`config.mk`:
```
export PLATFORM = sky130hd
export DESIGN_NAME = mipsCore
export DESIGN_NICKNAME = d
export VERILOG_FILES = /design/src/rtl/mipsPkg.sv /design/src/rtl/pipeIf.sv /design/src/rtl/decodeStage.sv /design/src/rtl/executeStage.sv /design/src/rtl/fetchStage.sv /design/src/rtl/mipsCore.sv /design/src/rtl/regFile.sv /design/src/rtl/resultStage.sv
export VERILOG_INCLUDE_DIRS = /design/src /design/src/rtl
export SDC_FILE = /design/constraint.sdc
export NUM_CORES = 2
export LEC_CHECK = 0
export BUFFER_PORTS_ARGS = -buffer_cell sky130_fd_sc_hd__buf_2
export CELL_PAD_IN_SITES_DETAIL_PLACEMENT = 1
export CELL_PAD_IN_SITES_GLOBAL_PLACEMENT = 2
export CORE_ASPECT_RATIO = 0.7
export CORE_MARGIN = 4
export CORE_UTILIZATION = 47
export CTS_CLUSTER_DIAMETER = 60
export DETAILED_ROUTE_END_ITERATION = 7
export PLACE_DENSITY_LB_ADDON = 0.1
export SETUP_SLACK_MARGIN = 0.3
export SLEW_MARGIN = 20
export SYNTH_ARGS = -nofsm -noshare
export SYNTH_HDL_FRONTEND = slang
export SYNTH_SLANG_ARGS = --single-unit
```
`constraint.sdc`:
```
create_clock -name clk -period 8.1 [get_ports clk]
set_input_delay 0.405 -clock clk [delete_from_list [all_inputs] [get_ports clk]]
set_output_delay 0.405 -clock clk [all_outputs]
set_load 0.01 [all_outputs]
```
`src/rtl/mipsParams.svh`:
```
`ifndef MIPS_PARAMS_SVH
`define MIPS_PARAMS_SVH

// first fetch address after reset
`define RESET_PC 32'h0000_0000

// primary opcodes, instr[31:26]
`define OP_RTYPE 6'b000000
`define OP_ADDIU 6'b001001
`define OP_ORI   6'b001101
`define OP_LUI   6'b001111
`define OP_LW    6'b100011
`define OP_SW    6'b101011
`define OP_BEQ   6'b000100

// funct field of R-type, instr[5:0]
`define FN_ADDU  6'b100001
`define FN_SUBU  6'b100011
`define FN_AND   6'b100100
`define FN_OR    6'b100101
`define FN_SLT   6'b101010

`endif

```
`src/rtl/mipsPkg.sv`:
```
package mipsPkg;

    typedef struct packed {
        logic [5:0] opcode;
        logic [4:0] rs;
        logic [4:0] rt;
        logic [4:0] rd;
        logic [4:0] shamt;
        logic [5:0] funct;
    } rType_t;

    typedef struct packed {
        logic [5:0]  opcode;
        logic [4:0]  rs;
        logic [4:0]  rt;
        logic [15:0] imm;
    } iType_t;

    // same 32 bits, read as R-type or I-type
    typedef union packed {
        rType_t rType;
        iType_t iType;
    } instrWord_u;

    typedef enum logic [2:0] {
        ALU_ADD,
        ALU_SUB,
        ALU_AND,
        ALU_OR,
        ALU_SLT,
        ALU_LUI   // pass operand b, already shifted in decode
    } aluOp_e;

    typedef struct packed {
        aluOp_e aluOp;
        logic   useImm;
        logic   regWrite;
        logic   memRead;
        logic   memWrite;
        logic   isBranch;
    } ctrl_t;

endpackage

```
`src/rtl/pipeIf.sv`:
```
// decode -> execute pipeline register contents
interface decodeExecIf;
    logic           valid;
    logic [31:0]    pc;
    mipsPkg::ctrl_t ctrl;
    logic [4:0]     rsNum;
    logic [4:0]     rtNum;
    logic [31:0]    rsVal;
    logic [31:0]    rtVal;
    logic [4:0]     destNum;
    logic [31:0]    imm;      // already extended

    modport decode (output valid, pc, ctrl, rsNum, rtNum, rsVal, rtVal, destNum, imm);
    modport exec   (input  valid, pc, ctrl, rsNum, rtNum, rsVal, rtVal, destNum, imm);
endinterface

// execute -> memory pipeline register contents
interface execResultIf (input logic clk);
    logic           valid;
    logic [31:0]    pc;
    mipsPkg::ctrl_t ctrl;
    logic [31:0]    aluOut;
    logic [31:0]    storeData;
    logic [4:0]     destNum;

    modport exec   (output valid, pc, ctrl, aluOut, storeData, destNum);
    modport result (input clk, valid, pc, ctrl, aluOut, storeData, destNum);
endinterface

```
`src/rtl/decodeStage.sv`:
```
`include "mipsParams.svh"

module decodeStage (
    input  logic        clk,
    input  logic        rstN_i,
    input  logic        pipeHold_i,
    input  logic        flush_i,
    input  logic        validD_i,
    input  logic [31:0] pcD_i,
    input  logic [31:0] instrD_i,
    output logic [4:0]  raddrA_o,
    output logic [4:0]  raddrB_o,
    input  logic [31:0] rdataA_i,
    input  logic [31:0] rdataB_i,
    decodeExecIf.decode dx
);

    mipsPkg::instrWord_u iw;
    mipsPkg::ctrl_t      ctrl;
    logic [31:0]         immExt;
    logic [4:0]          destNum;
    logic                supported;

    assign iw       = instrD_i;
    assign raddrA_o = iw.rType.rs;
    assign raddrB_o = iw.rType.rt;
    assign destNum  = (iw.iType.opcode == `OP_RTYPE) ? iw.rType.rd : iw.iType.rt;

    always_comb begin
        case (iw.iType.opcode)
            `OP_ORI: immExt = {16'h0, iw.iType.imm};
            `OP_LUI: immExt = {iw.iType.imm, 16'h0};
            default: immExt = {{16{iw.iType.imm[15]}}, iw.iType.imm};
        endcase
    end

    always_comb begin
        ctrl       = '0;   // unknown words fall out as a nop
        ctrl.aluOp = mipsPkg::ALU_ADD;
        supported  = 1'b1;
        case (iw.iType.opcode)
            `OP_RTYPE: begin
                ctrl.regWrite = 1'b1;
                case (iw.rType.funct)
                    `FN_ADDU: ctrl.aluOp = mipsPkg::ALU_ADD;
                    `FN_SUBU: ctrl.aluOp = mipsPkg::ALU_SUB;
                    `FN_AND:  ctrl.aluOp = mipsPkg::ALU_AND;
                    `FN_OR:   ctrl.aluOp = mipsPkg::ALU_OR;
                    `FN_SLT:  ctrl.aluOp = mipsPkg::ALU_SLT;
                    default: begin
                        ctrl.regWrite = 1'b0;
                        supported     = 1'b0;
                    end
                endcase
            end
            `OP_ADDIU: begin
                ctrl.useImm   = 1'b1;
                ctrl.regWrite = 1'b1;
            end
            `OP_ORI: begin
                ctrl.aluOp    = mipsPkg::ALU_OR;
                ctrl.useImm   = 1'b1;
                ctrl.regWrite = 1'b1;
            end
            `OP_LUI: begin
                ctrl.aluOp    = mipsPkg::ALU_LUI;
                ctrl.useImm   = 1'b1;
                ctrl.regWrite = 1'b1;
            end
            `OP_LW: begin
                ctrl.useImm   = 1'b1;
                ctrl.regWrite = 1'b1;
                ctrl.memRead  = 1'b1;
            end
            `OP_SW: begin
                ctrl.useImm   = 1'b1;
                ctrl.memWrite = 1'b1;
            end
            `OP_BEQ: begin
                ctrl.aluOp    = mipsPkg::ALU_SUB;
                ctrl.isBranch = 1'b1;
            end
            default: supported = 1'b0;
        endcase
        if (destNum == 5'd0) begin
            ctrl.regWrite = 1'b0;   // writes to $0 are dropped here
        end
    end

    always_ff @(posedge clk or negedge rstN_i) begin
        if (!rstN_i) begin
            dx.valid <= 1'b0;
        end else if (!pipeHold_i) begin
            dx.valid <= validD_i & ~flush_i;
        end
    end

    always_ff @(posedge clk) begin
        if (!pipeHold_i) begin
            dx.pc      <= pcD_i;
            dx.ctrl    <= ctrl;
            dx.rsNum   <= iw.rType.rs;
            dx.rtNum   <= iw.rType.rt;
            dx.rsVal   <= rdataA_i;
            dx.rtVal   <= rdataB_i;
            dx.destNum <= destNum;
            dx.imm     <= immExt;
        end
    end

    // all-zero word is the usual sll-based nop and is let through quietly
    assert property (@(posedge clk) disable iff (!rstN_i)
        validD_i && !flush_i && !pipeHold_i |-> supported || instrD_i == 32'h0)
        else $error("unsupported instruction %h at pc %h", instrD_i, pcD_i);

endmodule

```
`src/rtl/executeStage.sv`:
```
module executeStage (
    input  logic        clk,
    input  logic        rstN_i,
    input  logic        pipeHold_i,
    input  logic        wbWrite_i,
    input  logic [4:0]  wbNum_i,
    input  logic [31:0] wbData_i,
    output logic        branchTaken_o,
    output logic [31:0] branchTarget_o,
    decodeExecIf.exec   dx,
    execResultIf.exec   er
);

    logic [31:0] rsFwd;
    logic [31:0] rtFwd;
    logic [31:0] srcB;
    logic [31:0] aluOut;

    // memory-stage result overrides the value read in decode
    assign rsFwd = (wbWrite_i && wbNum_i == dx.rsNum && dx.rsNum != 5'd0) ? wbData_i : dx.rsVal;
    assign rtFwd = (wbWrite_i && wbNum_i == dx.rtNum && dx.rtNum != 5'd0) ? wbData_i : dx.rtVal;
    assign srcB  = dx.ctrl.useImm ? dx.imm : rtFwd;

    always_comb begin
        case (dx.ctrl.aluOp)
            mipsPkg::ALU_ADD: aluOut = rsFwd + srcB;
            mipsPkg::ALU_SUB: aluOut = rsFwd - srcB;
            mipsPkg::ALU_AND: aluOut = rsFwd & srcB;
            mipsPkg::ALU_OR:  aluOut = rsFwd | srcB;
            mipsPkg::ALU_SLT: aluOut = {31'h0, $signed(rsFwd) < $signed(srcB)};
            mipsPkg::ALU_LUI: aluOut = srcB;
            default:          aluOut = rsFwd + srcB;
        endcase
    end

    // only fires in the cycle the branch actually moves on
    assign branchTaken_o  = dx.valid && dx.ctrl.isBranch && (rsFwd == rtFwd) && !pipeHold_i;
    assign branchTarget_o = dx.pc + 32'd4 + {dx.imm[29:0], 2'b00};

    always_ff @(posedge clk or negedge rstN_i) begin
        if (!rstN_i) begin
            er.valid <= 1'b0;
        end else if (!pipeHold_i) begin
            er.valid <= dx.valid;
        end
    end

    always_ff @(posedge clk) begin
        if (!pipeHold_i) begin
            er.pc        <= dx.pc;
            er.ctrl      <= dx.ctrl;
            er.aluOut    <= aluOut;
            er.storeData <= rtFwd;   // sw data, forwarded too
            er.destNum   <= dx.destNum;
        end
    end

    // a taken branch leaves a bubble behind it in execute
    assert property (@(posedge clk) disable iff (!rstN_i) branchTaken_o |=> !dx.valid)
        else $error("instruction behind a taken branch was not flushed");

endmodule

```
`src/rtl/fetchStage.sv`:
```
`include "mipsParams.svh"

module fetchStage (
    input  logic        clk,
    input  logic        rstN_i,
    input  logic        instStall_i,
    input  logic        dataStall_i,
    input  logic        branchTaken_i,
    input  logic [31:0] branchTarget_i,
    input  logic [31:0] instr_i,
    output logic [31:0] instAddr_o,
    output logic        instEn_o,
    output logic        pipeHold_o,
    output logic        validD_o,
    output logic [31:0] pcD_o,
    output logic [31:0] instrD_o
);

    logic [31:0] pc;
    logic        fetchEn;   // low only in the first cycle out of reset

    assign pipeHold_o = instStall_i | dataStall_i;   // freezes every stage
    assign instAddr_o = pc;
    assign instEn_o   = fetchEn;

    always_ff @(posedge clk or negedge rstN_i) begin
        if (!rstN_i) begin
            pc       <= `RESET_PC;
            fetchEn  <= 1'b0;
            validD_o <= 1'b0;
        end else begin
            fetchEn <= 1'b1;
            if (!pipeHold_o) begin
                if (branchTaken_i) begin
                    pc       <= branchTarget_i;
                    validD_o <= 1'b0;       // kill the word fetched behind the branch
                end else begin
                    pc       <= fetchEn ? pc + 32'd4 : pc;
                    validD_o <= fetchEn;
                end
            end
        end
    end

    always_ff @(posedge clk) begin
        if (!pipeHold_o) begin
            pcD_o    <= pc;
            instrD_o <= instr_i;
        end
    end

endmodule

```
`src/rtl/mipsCore.sv`:
```
module mipsCore (
    input  logic        clk,
    input  logic        rstN_i,
    // instruction bus
    output logic [31:0] instAddr_o,
    output logic        instEn_o,
    input  logic [31:0] instr_i,
    input  logic        instStall_i,
    // data bus
    output logic        memEn_o,
    output logic [31:0] memAddr_o,
    input  logic [31:0] memRdata_i,
    output logic [3:0]  memWen_o,
    output logic [31:0] memWdata_o,
    input  logic        dataStall_i,
    // debug write port
    output logic [31:0] debugWbPc_o,
    output logic [3:0]  debugWbRfWen_o,
    output logic [4:0]  debugWbRfWnum_o,
    output logic [31:0] debugWbRfWdata_o
);

    logic        pipeHold;
    logic        validD;
    logic [31:0] pcD;
    logic [31:0] instrD;
    logic        branchTaken;
    logic [31:0] branchTarget;
    logic        wbWrite;
    logic [4:0]  wbNum;
    logic [31:0] wbData;
    logic [4:0]  raddrA;
    logic [4:0]  raddrB;
    logic [31:0] rdataA;
    logic [31:0] rdataB;

    decodeExecIf dxIf ();
    execResultIf erIf (.clk(clk));

    fetchStage fetch0 (
        .clk(clk), .rstN_i(rstN_i),
        .instStall_i(instStall_i), .dataStall_i(dataStall_i),
        .branchTaken_i(branchTaken), .branchTarget_i(branchTarget),
        .instr_i(instr_i),
        .instAddr_o(instAddr_o), .instEn_o(instEn_o), .pipeHold_o(pipeHold),
        .validD_o(validD), .pcD_o(pcD), .instrD_o(instrD)
    );

    regFile regFile0 (
        .clk(clk), .rstN_i(rstN_i),
        .raddrA_i(raddrA), .raddrB_i(raddrB),
        .we_i(wbWrite), .waddr_i(wbNum), .wdata_i(wbData),
        .rdataA_o(rdataA), .rdataB_o(rdataB)
    );

    decodeStage decode0 (
        .clk(clk), .rstN_i(rstN_i),
        .pipeHold_i(pipeHold), .flush_i(branchTaken),
        .validD_i(validD), .pcD_i(pcD), .instrD_i(instrD),
        .raddrA_o(raddrA), .raddrB_o(raddrB),
        .rdataA_i(rdataA), .rdataB_i(rdataB),
        .dx(dxIf.decode)
    );

    executeStage execute0 (
        .clk(clk), .rstN_i(rstN_i), .pipeHold_i(pipeHold),
        .wbWrite_i(wbWrite), .wbNum_i(wbNum), .wbData_i(wbData),
        .branchTaken_o(branchTaken), .branchTarget_o(branchTarget),
        .dx(dxIf.exec), .er(erIf.exec)
    );

    resultStage result0 (
        .pipeHold_i(pipeHold), .memRdata_i(memRdata_i),
        .memEn_o(memEn_o), .memAddr_o(memAddr_o),
        .memWen_o(memWen_o), .memWdata_o(memWdata_o),
        .wbWrite_o(wbWrite), .wbNum_o(wbNum), .wbData_o(wbData),
        .debugWbPc_o(debugWbPc_o), .debugWbRfWen_o(debugWbRfWen_o),
        .debugWbRfWnum_o(debugWbRfWnum_o), .debugWbRfWdata_o(debugWbRfWdata_o),
        .er(erIf.result)
    );

endmodule

```
`src/rtl/regFile.sv`:
```
module regFile (
    input  logic        clk,
    input  logic        rstN_i,
    input  logic [4:0]  raddrA_i,
    input  logic [4:0]  raddrB_i,
    input  logic        we_i,
    input  logic [4:0]  waddr_i,
    input  logic [31:0] wdata_i,
    output logic [31:0] rdataA_o,
    output logic [31:0] rdataB_o
);

    logic [31:0] regs [1:31];   // $0 has no storage

    // write-first, so a producer in the memory stage reaches decode directly
    function automatic logic [31:0] readPort(input logic [4:0] addr);
        if (addr == 5'd0) begin
            return 32'h0;
        end else if (we_i && addr == waddr_i) begin
            return wdata_i;
        end else begin
            return regs[addr];
        end
    endfunction

    always_comb begin
        rdataA_o = readPort(raddrA_i);
        rdataB_o = readPort(raddrB_i);
    end

    always_ff @(posedge clk) begin
        if (we_i && waddr_i != 5'd0) begin
            regs[waddr_i] <= wdata_i;
        end
    end

    // decode drops regWrite for $0, so the result stage must never ask for it
    assert property (@(posedge clk) disable iff (!rstN_i) !(we_i && waddr_i == 5'd0))
        else $error("register file write to $0");

endmodule

```
`src/rtl/resultStage.sv`:
```
module resultStage (
    input  logic        pipeHold_i,
    input  logic [31:0] memRdata_i,
    output logic        memEn_o,
    output logic [31:0] memAddr_o,
    output logic [3:0]  memWen_o,
    output logic [31:0] memWdata_o,
    output logic        wbWrite_o,
    output logic [4:0]  wbNum_o,
    output logic [31:0] wbData_o,
    output logic [31:0] debugWbPc_o,
    output logic [3:0]  debugWbRfWen_o,
    output logic [4:0]  debugWbRfWnum_o,
    output logic [31:0] debugWbRfWdata_o,
    execResultIf.result er
);

    // data memory port, word access only
    assign memEn_o    = er.valid & (er.ctrl.memRead | er.ctrl.memWrite);
    assign memAddr_o  = er.aluOut;
    assign memWen_o   = {4{er.valid & er.ctrl.memWrite}};
    assign memWdata_o = er.storeData;

    // load data arrives in this same cycle
    assign wbData_o  = er.ctrl.memRead ? memRdata_i : er.aluOut;
    assign wbNum_o   = er.destNum;
    assign wbWrite_o = er.valid & er.ctrl.regWrite & ~pipeHold_i;

    assign debugWbPc_o      = er.pc;
    assign debugWbRfWen_o   = {4{wbWrite_o}};
    assign debugWbRfWnum_o  = er.destNum;
    assign debugWbRfWdata_o = wbData_o;

    // base + offset from execute must land on a word
    assert property (@(posedge er.clk) memEn_o |-> memAddr_o[1:0] == 2'b00)
        else $error("misaligned data access at %h, pc %h", memAddr_o, er.pc);

endmodule

```
==> out/qor.txt <==
Clk buf depth - 3
Synthesis-stage register bit count - 1,347
Source of the worst hold timing path - memRdata_i[8]
Gate count after technology mapping - 4,322
Slew margin rel. - 0.2038
Initial cell density of the core - 0.4760
Slew at the pin closest to its max-slew limit - 1.184 ns
RSZ-0062 raised after global routing - false
Post-detailed-routing wire length - 232,500 µm
I/O pins - 243
Cell type with the highest aggregate area in the netlist - edfxtp_1
Post-route clock skew - 0.03395 ns
DRT Pass-1 Iters - 5
Quantity of gates resized following cts - 0
Share of synthesized cell area in full adder, half adder and majority cells - 0.02905
Hold Vio Cnt, Final - 0
Total Negative Setup Slacks - 0 ns
Antenna cells - 0
Number of clock sinks - 1,347
Area share of xor/xnor cells in the synthesized design - 0.01383
Max-capacitance violation count - 0
Yosys warnings - 0
Wire per inst - 35.27 µm
Run status - complete, no violations
Clk_lat worst skew - 0.78 ns
Total vias in the final route - 43,914
Number of antenna violations at the first check in global routing - 12
Class of the worst hold path - input pin to register
Main combinational cell family by area after synthesis - multiplexers
Global-route congestion overflow total - 0
Row cnt - 116
Violation count after the first detailed-route iteration - 5,613
Final setup violation count - 0
Worst vdd ir - 0.2299 mV
Worst setup path startpoint - execute0.er.destNum[3]
Post-synth EDFFs - 1,311
Cell area after synthesis - 68,400 µm²
Post-Synthesis Net Count - 4,547
Cells along the critical path - xnor2_1 > and4_1 > nand3_1 > buf_4 > nor2_1 > a21oi_1 > o21ai_0 > inv_1 > ha_1 > inv_1 > or4_1 > nor3_1 > o21ai_0 > a211oi_1 > nor3_1 > o21bai_1 > a21oi_1 > a221o_1 > a211oi_1
GR Util All Layers - 0.3038
Total of buffers placed on input and output ports - 242
Synth Area in Compound Gates - 0.06803
Fill cell instance count of the final layout - 13,479
Area growth, synth to finish - 12.72%
Highest clock rate - 0.1358 GHz
Sort of element at the start of the critical path - register
Sequential share of the synthesized area - 0.5887
Flip-flop cell with the highest count after synthesis - edfxtp_1
Detailed-route vias per instance - 6.664
Core box area - 143,700 µm²
Launch point of the worst reg-to-reg path - execute0.er.destNum[3]
Die Footprint - 151,800 µm²
Crit path required time - 8.69 ns
Per-instance average area after synthesis - 15.83 µm²
Dominant cells by area after synthesis - edfxtp_1 58%, mux4_2 19%, ha_1 2.8%, a21oi_1 1.7%, nor2_1 1.7%
Setup bufs post-CTS - 0
Asr flop ratio synth - 0.02673
CTS tree - done
Largest stage delay, worst path - 0.79 ns
Cell count after placement - 6,303
Wire length of the first global-routing pass - 331,000 µm
Post-layout min period - 7.361 ns
Number of different library cells in the post-synthesis netlist - 94
CTS Root Cell - clkbuf_16
Clock-pin transition on the worst setup and hold timing paths - 0.06 ns
Critical Path AT - 7.95 ns
Die boundary height - 327.2 µm
Mux cell area share after synthesis - 0.2198
Slowest cell on the critical path - nand3_1
Share of Yosys cell area claimed by the top area cell type - 0.5756
Final weighted congestion in routability-driven placement - 0.9299
Pin count of the biggest net entering global routing - 155
Routed Antenna Nets - 0
DIE WIDTH - 464.0 µm
Half-perimeter wire length of the detailed placement result - 148,900 µm
Filler-free cell count of the finished design - 6,590
Share of post-route cells with drive strength above 1 - 0.2803
Simple-gate share of the synthesized area - 0.05250
Critical path fanouts, max - 15
Max-slew violations - 0
Areal power density over the cells - 212.5 nW/µm²
Post-route clock period utilization - 0.9088
Number of global-route vias before repair - 44,183
Deepest level of the CTS H-tree - 4
CTS buffer count - 142
Number of nets in the final layout - 4,817
Capturing element type of the critical path - register
Number of hold buffers added after CTS - 33
Cell leakage power - 26.29 nW
Final routed DRC violation total - 0
Crit path kind - register to register
==> per-layer routing <==
layer	global-route usage	share of wire	wire length, µm	vias to the layer above
met5	0	0	0	-
met4	0.09596	0.032	7375	0
met3	0.05753	0.092	21310	352
met2	0.4561	0.45	105000	2248
met1	0.4520	0.42	98740	23335
li1	-	-	-	17979
==> cell families (layout without fill, tap and decap cells) <==
kind of cell | after synthesis | after routing
DFF | 1347 | 1347
other | 1 | 1
AOI/OAI and AO/OA | 719 | 719
xor gates and xnor gates | 108 | 108
and+or+nand+nor | 743 | 743
muxes | 771 | 771
adders and majority gates | 157 | 157
buffers and inverters | 476 | 856
==> per-stage QoR <==
| stage | utilization | hold slack (ns) | power (mW) | worst slack, ns | cell area (µm²) |
|---|---|---|---|---|---|
| after floorplan | - | 0.1094 | 9.376 | 1.011 | 68400 |
| after global placement | 0.5024 | 0.4001 | 10.10 | 0.8620 | 72190 |
| after detailed placement | 0.5035 | 0.4056 | 10.12 | 0.7255 | 72340 |
| after CTS | 0.5365 | 0.1808 | 16.49 | 0.9462 | 77100 |
| after global routing | 0.5365 | 0.2696 | 16.95 | 0.3625 | 77100 |
| final | 0.5365 | 0.2378 | 16.39 | 0.7388 | 77100 |
==> final timing paths <==
| check | slack [ns] | cells past startpoint | to |
|---|---|---|---|
| max reg2reg | 0.74 | 19 | execute0.er.aluOut[28] |
| max in group asynchronous | 7.10 | 2 | fetch0.instAddr_o[3] |
| min in group asynchronous | 0.39 | 2 | fetch0.instAddr_o[6] |
| min | 0.24 | 3 | decode0.dx.rtVal[8] |
| min reg2reg | 0.42 | 0 | decode0.dx.pc[14] |
| max | 0.74 | 19 | execute0.er.aluOut[28] |
==> sequential cells by signal, indices dropped and copies added (netlist names) <==
| register | flops |
|---|---|
| decode0.dx.ctrl | 8 |
| execute0.er.aluOut | 32 |
| decode0.dx.pc | 32 |
| decode0.dx.rtNum | 5 |
| execute0.er.destNum | 5 |
| execute0.er.pc | 32 |
| fetch0.validD_o | 1 |
| execute0.er.storeData | 32 |
| execute0.er.ctrl | 3 |
| execute0.er.valid | 1 |
| fetch0.pcD_o | 32 |
| decode0.dx.imm | 32 |
| regFile0.regs | 992 |
| decode0.dx.rtVal | 32 |
| fetch0.instAddr_o | 32 |
| fetch0.instrD_o | 32 |
| decode0.dx.rsNum | 5 |
| decode0.dx.valid | 1 |
| fetch0.instEn_o | 1 |
| decode0.dx.rsVal | 32 |
| decode0.dx.destNum | 5 |
==> worst max-delay path: cells and delay by family, from the launching register on <==
| kind | cells | cell delay (ns) |
|---|---|---|
| AOI/OAI and AO/OA | 8 | 2.83 |
| and+or+nand+nor | 6 | 2.28 |
| buffers and inverters | 3 | 0.71 |
| DFF | 1 | 0.61 |
| adders and majority gates | 1 | 0.43 |
| xor gates and xnor gates | 1 | 0.31 |
==> power by group <==
part	switching (mW)	internal, mW
sequential	0.111	7.82
clock	2.81	3.58
combinational	1.24	0.834
==> area by class of cell <==
class | instances | area (µm²) | share of cell area
Multi-Input combinational cell | 2499 | 26520 | 0.3439
Clock inverter | 62 | 494.2 | 0.006411
Tap cell | 1888 | 2362 | 0.03064
Inverter | 185 | 701.9 | 0.009105
Clock buffer | 192 | 3930 | 0.05098
Sequential cell | 1347 | 40270 | 0.5223
Timing Repair Buffer | 417 | 2823 | 0.03661
==> cells in the mapped netlist (11+ instances only) <==
cell type  count
o21bai_1      18
edfxtp_1    1311
nand2_1      140
o22ai_1       24
dfrtp_1       36
xnor2_1       81
mux2i_1      109
xor2_1        27
o21a_1        26
a31oi_1       21
o21ai_0      104
a21oi_1      236
mux2_2        82
buf_2         15
nand4_1       21
inv_1        183
a211oi_1      84
buf_1         60
o31ai_1       23
buf_4         12
or3_1         11
clkbuf_1     196
nor2b_1       28
ha_1         154
mux4_2       576
nor4_1        29
and2_1        13
o221ai_1      22
nor3_1        42
a21o_1        44
nor2_1       306
nand3_1       51
nand2b_1      20
==> layout by cell type, fill, tap and decap left out, types with 28 or more instances in the layout <==
cell type / count
dlygate4sd3_1: 33
o21ai_0: 104
dfrtp_1: 36
nor2b_1: 28
clkbuf_16: 149
buf_4: 126
a21o_1: 44
mux4_2: 576
mux2_2: 82
edfxtp_1: 1311
nand2_1: 140
a21oi_1: 235
nand3_1: 51
nor2_4: 33
buf_2: 242
nor2_1: 272
xnor2_1: 81
a211oi_1: 84
inv_1: 182
mux2i_1: 107
ha_1: 154
nor3_1: 41
clkbuf_1: 39
(Power assumes the default switching activity.)
